===== src/include/solver_defs.svh =====
`ifndef SOLVER_DEFS_SVH
`define SOLVER_DEFS_SVH

// Operand width as entered by the operator
`define SOLVER_IN_W 8

// One guard bit over the operand width
`define SOLVER_DATA_W 9

// Six operands, three determinants and two partial products
`define SOLVER_NUM_REGS 11

`define SOLVER_ADDR_W 4

// Length of the compute program
`define SOLVER_CALC_STEPS 11

`endif


===== src/hdl/solver_data_pkg.sv =====
`default_nettype none

`include "solver_defs.svh"

package solver_data_pkg;

    typedef logic [`SOLVER_IN_W-1:0]          in_word_t;   // Raw operand
    typedef logic signed [`SOLVER_DATA_W-1:0] data_word_t; // Working value
    typedef logic [`SOLVER_ADDR_W-1:0]        reg_addr_t;

    // Working register map
    localparam reg_addr_t R_A1  = 4'd0;
    localparam reg_addr_t R_A2  = 4'd1;
    localparam reg_addr_t R_B1  = 4'd2;
    localparam reg_addr_t R_B2  = 4'd3;
    localparam reg_addr_t R_C1  = 4'd4;
    localparam reg_addr_t R_C2  = 4'd5;
    localparam reg_addr_t R_DET = 4'd6;
    localparam reg_addr_t R_DX  = 4'd7;
    localparam reg_addr_t R_DY  = 4'd8;
    localparam reg_addr_t R_P1  = 4'd9;
    localparam reg_addr_t R_P2  = 4'd10;

endpackage

`default_nettype wire


===== src/hdl/solver_ctrl_pkg.sv =====
`default_nettype none

package solver_ctrl_pkg;

    typedef enum logic [1:0] {
        OP_ADD = 2'b00,
        OP_MUL = 2'b01,
        OP_SUB = 2'b10,
        OP_DIV = 2'b11
    } alu_op_t;

    // Each operand has a load state and a wait state for go to drop
    typedef enum logic [4:0] {
        LOAD_A1,
        LOAD_A1_WAIT,
        LOAD_A2,
        LOAD_A2_WAIT,
        LOAD_B1,
        LOAD_B1_WAIT,
        LOAD_B2,
        LOAD_B2_WAIT,
        LOAD_C1,
        LOAD_C1_WAIT,
        LOAD_C2,
        LOAD_C2_WAIT,
        CALC_0,
        CALC_1,
        CALC_2,
        CALC_3,
        CALC_4,
        CALC_5,
        CALC_6,
        CALC_7,
        CALC_8,
        CALC_9,
        CALC_10
    } solver_state_t;

endpackage

`default_nettype wire


===== src/hdl/solver_alu.sv =====
`default_nettype none
`timescale 1ns/100ps

module solver_alu (
    input  solver_data_pkg::data_word_t opnd_a,
    input  solver_data_pkg::data_word_t opnd_b,
    input  solver_ctrl_pkg::alu_op_t    alu_op,
    output solver_data_pkg::data_word_t alu_result
);
    import solver_ctrl_pkg::*;

    // All results wrap to the working width
    always_comb begin
        case (alu_op)
            OP_ADD: alu_result = opnd_a + opnd_b;
            OP_SUB: alu_result = opnd_a - opnd_b;
            OP_MUL: alu_result = opnd_a * opnd_b; // Low bits of the product
            OP_DIV: begin
                if (opnd_b == '0)
                    alu_result = '0;
                else
                    alu_result = opnd_a / opnd_b; // Truncates toward zero
            end
            default: alu_result = '0;
        endcase
    end

endmodule

`default_nettype wire


===== src/hdl/solver_regfile.sv =====
`default_nettype none
`timescale 1ns/100ps

`include "solver_defs.svh"

module solver_regfile (
    input  wire                         clk,
    input  wire                         resetn,
    input  wire                         wr_en,
    input  wire                         wr_from_alu,
    input  solver_data_pkg::reg_addr_t  wr_addr,
    input  solver_data_pkg::reg_addr_t  rd_addr_a,
    input  solver_data_pkg::reg_addr_t  rd_addr_b,
    input  solver_data_pkg::in_word_t   data_in,
    input  solver_data_pkg::data_word_t alu_result,
    output solver_data_pkg::data_word_t opnd_a,
    output solver_data_pkg::data_word_t opnd_b
);
    import solver_data_pkg::*;

    localparam int EXT_W = `SOLVER_DATA_W - `SOLVER_IN_W;

    data_word_t regs [`SOLVER_NUM_REGS];
    data_word_t data_in_ext;
    data_word_t wr_data;

    // Operands are signed on entry
    assign data_in_ext = {{EXT_W{data_in[`SOLVER_IN_W-1]}}, data_in};
    assign wr_data     = wr_from_alu ? alu_result : data_in_ext;

    always_ff @(posedge clk) begin
        if (!resetn) begin
            for (int i = 0; i < `SOLVER_NUM_REGS; i++)
                regs[i] <= '0;
        end else if (wr_en && (wr_addr < `SOLVER_NUM_REGS)) begin
            regs[wr_addr] <= wr_data;
        end
    end

    // Unmapped addresses read as zero
    always_comb begin
        if (rd_addr_a < `SOLVER_NUM_REGS)
            opnd_a = regs[rd_addr_a];
        else
            opnd_a = '0;

        if (rd_addr_b < `SOLVER_NUM_REGS)
            opnd_b = regs[rd_addr_b];
        else
            opnd_b = '0;
    end

endmodule

`default_nettype wire


===== src/hdl/solver_control.sv =====
`default_nettype none
`timescale 1ns/100ps

module solver_control (
    input  wire                        clk,
    input  wire                        resetn,
    input  wire                        go,
    output logic                       wr_en,
    output logic                       wr_from_alu,
    output solver_data_pkg::reg_addr_t wr_addr,
    output solver_data_pkg::reg_addr_t rd_addr_a,
    output solver_data_pkg::reg_addr_t rd_addr_b,
    output solver_ctrl_pkg::alu_op_t   alu_op,
    output logic                       calc_start,
    output logic                       det_load,
    output logic                       dy_load,
    output logic                       dx_load,
    output logic                       x_load,
    output logic                       y_load
);
    import solver_data_pkg::*;
    import solver_ctrl_pkg::*;

    solver_state_t state;
    solver_state_t state_next;

    always_ff @(posedge clk) begin
        if (!resetn)
            state <= LOAD_A1;
        else
            state <= state_next;
    end

    always_comb begin
        case (state)
            LOAD_A1:      state_next = go ? LOAD_A1_WAIT : LOAD_A1;
            LOAD_A1_WAIT: state_next = go ? LOAD_A1_WAIT : LOAD_A2;
            LOAD_A2:      state_next = go ? LOAD_A2_WAIT : LOAD_A2;
            LOAD_A2_WAIT: state_next = go ? LOAD_A2_WAIT : LOAD_B1;
            LOAD_B1:      state_next = go ? LOAD_B1_WAIT : LOAD_B1;
            LOAD_B1_WAIT: state_next = go ? LOAD_B1_WAIT : LOAD_B2;
            LOAD_B2:      state_next = go ? LOAD_B2_WAIT : LOAD_B2;
            LOAD_B2_WAIT: state_next = go ? LOAD_B2_WAIT : LOAD_C1;
            LOAD_C1:      state_next = go ? LOAD_C1_WAIT : LOAD_C1;
            LOAD_C1_WAIT: state_next = go ? LOAD_C1_WAIT : LOAD_C2;
            LOAD_C2:      state_next = go ? LOAD_C2_WAIT : LOAD_C2;
            LOAD_C2_WAIT: state_next = go ? LOAD_C2_WAIT : CALC_0;
            CALC_0:       state_next = CALC_1; // go is ignored from here on
            CALC_1:       state_next = CALC_2;
            CALC_2:       state_next = CALC_3;
            CALC_3:       state_next = CALC_4;
            CALC_4:       state_next = CALC_5;
            CALC_5:       state_next = CALC_6;
            CALC_6:       state_next = CALC_7;
            CALC_7:       state_next = CALC_8;
            CALC_8:       state_next = CALC_9;
            CALC_9:       state_next = CALC_10;
            default:      state_next = LOAD_A1;
        endcase
    end

    // Register write side
    always_comb begin
        wr_en       = 1'b1;
        wr_from_alu = 1'b1;
        wr_addr     = R_A1;
        case (state)
            LOAD_A1: begin
                wr_from_alu = 1'b0;
                wr_addr     = R_A1;
            end
            LOAD_A2: begin
                wr_from_alu = 1'b0;
                wr_addr     = R_A2;
            end
            LOAD_B1: begin
                wr_from_alu = 1'b0;
                wr_addr     = R_B1;
            end
            LOAD_B2: begin
                wr_from_alu = 1'b0;
                wr_addr     = R_B2;
            end
            LOAD_C1: begin
                wr_from_alu = 1'b0;
                wr_addr     = R_C1;
            end
            LOAD_C2: begin
                wr_from_alu = 1'b0;
                wr_addr     = R_C2;
            end
            CALC_0:  wr_addr = R_P1; // a1*b2
            CALC_1:  wr_addr = R_P2; // b1*a2
            CALC_2:  wr_addr = R_B2; // c1*b2 overwrites b2
            CALC_3:  wr_addr = R_B1; // b1*c2 overwrites b1
            CALC_4:  wr_addr = R_A1; // a1*c2 overwrites a1
            CALC_5:  wr_addr = R_A2; // c1*a2 overwrites a2
            CALC_6:  wr_addr = R_DET;
            CALC_7:  wr_addr = R_DY;
            CALC_8:  wr_addr = R_DX;
            default: begin
                wr_en       = 1'b0; // Wait states and the two divisions
                wr_from_alu = 1'b0;
            end
        endcase
    end

    // ALU operand selection and opcode
    always_comb begin
        rd_addr_a = R_A1;
        rd_addr_b = R_A1;
        alu_op    = OP_MUL;
        case (state)
            CALC_0: begin
                rd_addr_a = R_A1;
                rd_addr_b = R_B2;
            end
            CALC_1: begin
                rd_addr_a = R_B1;
                rd_addr_b = R_A2;
            end
            CALC_2: begin
                rd_addr_a = R_C1;
                rd_addr_b = R_B2;
            end
            CALC_3: begin
                rd_addr_a = R_B1;
                rd_addr_b = R_C2;
            end
            CALC_4: begin
                rd_addr_a = R_A1;
                rd_addr_b = R_C2;
            end
            CALC_5: begin
                rd_addr_a = R_C1;
                rd_addr_b = R_A2;
            end
            CALC_6: begin
                rd_addr_a = R_P1;
                rd_addr_b = R_P2;
                alu_op    = OP_SUB;
            end
            CALC_7: begin
                rd_addr_a = R_A1; // a1*c2 - c1*a2
                rd_addr_b = R_A2;
                alu_op    = OP_SUB;
            end
            CALC_8: begin
                rd_addr_a = R_B2; // c1*b2 - b1*c2
                rd_addr_b = R_B1;
                alu_op    = OP_SUB;
            end
            CALC_9: begin
                rd_addr_a = R_DX;
                rd_addr_b = R_DET;
                alu_op    = OP_DIV;
            end
            CALC_10: begin
                rd_addr_a = R_DY;
                rd_addr_b = R_DET;
                alu_op    = OP_DIV;
            end
            default: alu_op = OP_ADD;
        endcase
    end

    assign calc_start = (state == CALC_0);
    assign det_load   = (state == CALC_6);
    assign dy_load    = (state == CALC_7);
    assign dx_load    = (state == CALC_8);
    assign x_load     = (state == CALC_9);
    assign y_load     = (state == CALC_10);

endmodule

`default_nettype wire


===== src/hdl/solver_result.sv =====
`default_nettype none
`timescale 1ns/100ps

module solver_result (
    input  wire                         clk,
    input  wire                         resetn,
    input  wire                         calc_start,
    input  wire                         det_load,
    input  wire                         dy_load,
    input  wire                         dx_load,
    input  wire                         x_load,
    input  wire                         y_load,
    input  solver_data_pkg::data_word_t alu_result,
    output solver_data_pkg::data_word_t x,
    output solver_data_pkg::data_word_t y,
    output logic                        infinite,
    output logic                        no_solution
);
    logic result_zero;
    logic det_zero;
    logic dy_zero;
    logic dx_zero;

    assign result_zero = ~|alu_result;

    // Zero tags for the three determinants
    always_ff @(posedge clk) begin
        if (!resetn) begin
            det_zero <= 1'b0;
            dy_zero  <= 1'b0;
            dx_zero  <= 1'b0;
        end else begin
            if (det_load)
                det_zero <= result_zero;
            if (dy_load)
                dy_zero <= result_zero;
            if (dx_load)
                dx_zero <= result_zero;
        end
    end

    always_ff @(posedge clk) begin
        if (!resetn) begin
            x           <= '0;
            y           <= '0;
            infinite    <= 1'b0;
            no_solution <= 1'b0;
        end else begin
            if (calc_start) begin
                infinite    <= 1'b0;
                no_solution <= 1'b0;
            end
            if (x_load)
                x <= det_zero ? '0 : alu_result;
            if (y_load) begin
                y <= det_zero ? '0 : alu_result;
                // All three determinants zero means the lines coincide
                infinite    <= det_zero & dx_zero & dy_zero;
                no_solution <= det_zero & ~(dx_zero & dy_zero);
            end
        end
    end

endmodule

`default_nettype wire


===== src/hdl/linear_solver.sv =====
`default_nettype none
`timescale 1ns/100ps

module linear_solver (
    input  wire                         clk,
    input  wire                         resetn,
    input  wire                         go,
    input  solver_data_pkg::in_word_t   data_in,
    output solver_data_pkg::data_word_t x,
    output solver_data_pkg::data_word_t y,
    output wire                         infinite,
    output wire                         no_solution
);
    import solver_data_pkg::*;
    import solver_ctrl_pkg::*;

    wire        wr_en;
    wire        wr_from_alu;
    reg_addr_t  wr_addr;
    reg_addr_t  rd_addr_a;
    reg_addr_t  rd_addr_b;
    alu_op_t    alu_op;
    wire        calc_start;
    wire        det_load;
    wire        dy_load;
    wire        dx_load;
    wire        x_load;
    wire        y_load;
    data_word_t opnd_a;
    data_word_t opnd_b;
    data_word_t alu_result;

    solver_control u_solver_control (
        .clk         (clk),
        .resetn      (resetn),
        .go          (go),
        .wr_en       (wr_en),
        .wr_from_alu (wr_from_alu),
        .wr_addr     (wr_addr),
        .rd_addr_a   (rd_addr_a),
        .rd_addr_b   (rd_addr_b),
        .alu_op      (alu_op),
        .calc_start  (calc_start),
        .det_load    (det_load),
        .dy_load     (dy_load),
        .dx_load     (dx_load),
        .x_load      (x_load),
        .y_load      (y_load)
    );

    solver_regfile u_solver_regfile (
        .clk         (clk),
        .resetn      (resetn),
        .wr_en       (wr_en),
        .wr_from_alu (wr_from_alu),
        .wr_addr     (wr_addr),
        .rd_addr_a   (rd_addr_a),
        .rd_addr_b   (rd_addr_b),
        .data_in     (data_in),
        .alu_result  (alu_result),
        .opnd_a      (opnd_a),
        .opnd_b      (opnd_b)
    );

    solver_alu u_solver_alu (
        .opnd_a     (opnd_a),
        .opnd_b     (opnd_b),
        .alu_op     (alu_op),
        .alu_result (alu_result)
    );

    solver_result u_solver_result (
        .clk         (clk),
        .resetn      (resetn),
        .calc_start  (calc_start),
        .det_load    (det_load),
        .dy_load     (dy_load),
        .dx_load     (dx_load),
        .x_load      (x_load),
        .y_load      (y_load),
        .alu_result  (alu_result),
        .x           (x),
        .y           (y),
        .infinite    (infinite),
        .no_solution (no_solution)
    );

endmodule

`default_nettype wire


===== config.mk =====
export PLATFORM = sky130hd
export DESIGN_NAME = linear_solver
export DESIGN_NICKNAME = d
export VERILOG_FILES = /design/src/hdl/solver_data_pkg.sv /design/src/hdl/solver_ctrl_pkg.sv /design/src/hdl/solver_alu.sv /design/src/hdl/solver_regfile.sv /design/src/hdl/solver_control.sv /design/src/hdl/solver_result.sv /design/src/hdl/linear_solver.sv
export VERILOG_INCLUDE_DIRS = /design/src /design/src/include
export SDC_FILE = /design/constraint.sdc
export NUM_CORES = 1
export LEC_CHECK = 0
export BUFFER_PORTS_ARGS = -buffer_cell sky130_fd_sc_hd__buf_2
export CAP_MARGIN = 20
export CORE_MARGIN = 5
export CORE_UTILIZATION = 64
export CTS_CLUSTER_SIZE = 14
export DETAILED_ROUTE_END_ITERATION = 10
export PLACE_DENSITY = 0.91
export SKIP_LAST_GASP = 1
export SLEW_MARGIN = 20
export SYNTH_ARGS = -nofsm -noshare
export SYNTH_HDL_FRONTEND = slang
export SYNTH_SLANG_ARGS = --single-unit

===== constraint.sdc =====
create_clock -name clk -period 23.4 [get_ports clk]
set_clock_uncertainty 0.15 [all_clocks]
set_input_delay 4.68 -clock clk [delete_from_list [all_inputs] [get_ports clk]]
set_output_delay 4.68 -clock clk [all_outputs]
set_load 0.1 [all_outputs]

==> results.yml <==
critical_path:
  crit_arrival_ps: 22140
  rrSetupSlack_ps: 1480
  reg2reg_from: "u_solver_control.state[2]"
  required_ps: 23620
  rr_worst_depth: 92
  start_kind: "flop"
  path_common_cell: "o21a_1"
  cp_slowest_cell: "dfxtp_1"
  crit_fanout: 26
  cp-startpoint: "u_solver_control.state[2]"
  worst_setup_path_endpoint: "u_solver_regfile.regs[10][1]"
  path_delay_family: "compound AO/OA/AOI/OAI gates"
  crit_cells: 92
  end_kind: "flop"
  crit_type: "reg -> reg"
  cp_num_buf_inv: 4
  r2r_end: "u_solver_regfile.regs[10][1]"
  cpPeakStageDelay_ps: 770
finish:
  seqCellArea_um2: 3470
  area_growth_pct: 7.00
  final_cell_mix: "nor2_1 (176), nand2_1 (154), edfxtp_1 (91), a21oi_1 (85), ha_1 (81)"
  final_design_area_no_fill_um2: 12400
  nFillCells: 1403
  drive_gt1_share_pct: 9.93
  mostFrequentLayoutCell: "nor2_1"
  final_core_util_pct: 69.2
  antenna_cells: 0
  multiInputGateArea_um2: 7490
  final_nets: 1478
power:
  p_leak_uw: 0.00504
  p_per_area_nw_per_um2: 119
  p_comb_share_pct: 64.1
  switchingPower_uw: 679
  power_frac_seq_pct: 17.6
  p_sw_share_pct: 46.2
  power_frac_clock_pct: 18.3
  vdd_drop_max_uv: 216
  p_int_uw: 792
timing:
  slew_headroom_pct: 28.1
  finalWorstPathRequiredPeriod_ps: 21920
  final_max_slew_viol_count: 0
  tightest_slew_ps: 1080
  final_hold_viol_count: 0
  setup_viol: 0
  post-route-period-util_pct: 93.7
  setup_tns_ps: 0
  fmax_mhz: 45.6
synth:
  synth-async-reset-ratio_pct: 0
  synth-edff-count: 91
  ys_ff_latch: 128
  ys.flop_type: "edfxtp_1"
  yosys_warnings: 0
  syn-cell-area_um2: 11600
  synth_cell_types: 104
  avgSynthCellArea_um2: 8.41
  synth_cells: 1377
  syn_nets: 1488
  synth_seq_area_share_pct: 30.0
die:
  die_y_um: 144
  die_area_um2: 20900
  io-pin-count: 31
  die_x_um: 144
  start_util_pct: 64.7
  num_rows: 49
  core_area_um2: 17900
job:
  drv_cap: 0
detailed_routing:
  vias_per_cell: 6.96
  firstDrtPassIters: 7
  ant_nets: 0
  postRouteWirelength_um: 39100
  drc: 0
  vias: 11202
  drtIter0Drc: 1765
  wire_per_inst_um: 24.3
clocking:
  cts_tree: "done"
  insertion_delay_ps: 430
  cts-hold-fix-buffers: 0
  cts_sinks: 128
  cts_setup_buffers: 0
  clk_pin_slew_worst_paths_ps: 70
  cts_resized: 0
  htreeDepth: 4
  cts_buffer_depth: 2
  numCtsBuffers: 17
  cts_root_buf: "clkbuf_16"
global_route:
  grt_pass1_wl_um: 59200
  grt_max_degree: 58
  antenna_found_initial: 0
  grt-ovfl-total: 0
  grt_usage_pct: 37.1
  grt_pass1_vias: 10618
place:
  detailed_place_hpwl_um: 28300
  dpl-instance-area_um2: 11800
  gp_congestion: 1.03
  portBuffers: 30
status:
  outcome: "complete, no violations"
hold_path:
  hold_class: "reg -> reg"
layer usage:
metal / wire, um / share of wire (%) / GRT usage (%) / vias up
li1: - / - / - / 4956
met1: 14000 / 36 / 46.3 / 5141
met2: 17700 / 45 / 59.8 / 874
met3: 4510 / 12 / 6.85 / 231
met4: 2890 / 7.4 / 22.8 / 0
met5: 0 / 0 / 0 / -
how the worst min path moves through the flow:
stage,from,to,slack [ps],depth (start not counted)
2_1_floorplan,u_solver_result.dx_zero,u_solver_result.dx_zero,290,2
3_3_place_gp,u_solver_result.y[4],u_solver_result.y[4],300,2
3_5_place_dp,u_solver_result.dx_zero,u_solver_result.dx_zero,310,2
4_1_cts,u_solver_result.y[4],u_solver_result.y[4],320,2
5_1_grt,u_solver_result.y[4],u_solver_result.y[4],340,2
6_report,u_solver_result.y[4],u_solver_result.y[4],320,2
cells by family (layout without fill, tap and decap cells):
family	Yosys count	in the layout	share of synthesized area (%)
XOR/XNOR	59	59	4.58
AO/OA/AOI/OAI	366	366	21.8
flip-flops	128	128	30.0
other	1	1	0.0324
buffers and inverters	142	145	5.53
multiplexers	40	40	3.65
adder cells (fa/ha/maj)	100	100	12.0
AND/OR/NAND/NOR	541	541	22.4
power by group through the flow:
stage	logic, uW	clock network, uW	registers, uW
detailed placement	919	0	262
finish	944	269	259
global route	1040	280	259
floorplan	725	0	258
CTS	924	267	258
global placement	904	0	262
registers in the layout, indices dropped and copies added (netlist names), 5 cells and up:
signal,flops
u_solver_control.state,5
u_solver_result.x,9
u_solver_regfile.regs,100
u_solver_result.y,9
through the flow:
stage / total power, uW / std cells / setup WS (ps) / hold WS [ps]
6_report: 1470 / 1609 / 1480 / 317
5_1_grt: 1580 / 1609 / -39.7 / 337
4_1_cts: 1450 / 1609 / 1570 / 320
3_5_place_dp: 1180 / 1577 / 1600 / 311
3_3_place_gp: 1170 / 1577 / 2510 / 302
2_1_floorplan: 983 / 1377 / 5620 / 293
layout make-up:
type	count	share of cell area (%)
inverter	64	1.96
tap	229	2.31
sequential	128	28.1
multi-input combinational	1107	60.5
clock inverter	15	1.42
clock buffer	17	3.43
timing repair buffer	49	2.36
worst reg2reg max path: cells and delay by family, from the launching register on:
kind,cells,cell delay (ps)
simple gates,26,6190
buf+inv,4,1150
compound gates,43,8320
mux,8,2190
flops,1,770
fa+ha+maj,11,3090
synth_stat cells, types with 8 or more instances:
master    instances  share of area (%)
nor2_1          176                5.7
nand2_1         154                5.0
edfxtp_1         91                 24
a21oi_1          86                3.7
ha_1             81                8.8
o21ai_0          68                2.9
inv_1            61                2.0
clkbuf_1         44                1.4
nor3_1           43                1.9
xnor2_1          40                3.0
dfxtp_1          37                6.4
nand3_1          33                1.4
o21a_1           29                1.9
mux2i_1          25                2.2
and2_1           23                1.2
nand2b_1         20                1.1
nor2b_1          20                1.1
fa_1             19                3.3
xor2_1           18                1.4
buf_2            17               0.74
o22ai_1          15               0.81
mux2_2           13                1.3
o31ai_1          13               0.84
a21o_1           12               0.78
nand4_1          12               0.65
a31oi_1          10               0.54
and3_1           10               0.54
a211oi_1          9               0.58
a21boi_0          9               0.58
a22oi_1           8               0.52
buf_6             8               0.78
o211ai_1          8               0.52
o221ai_1          8               0.61
(Power assumes the default switching activity.)
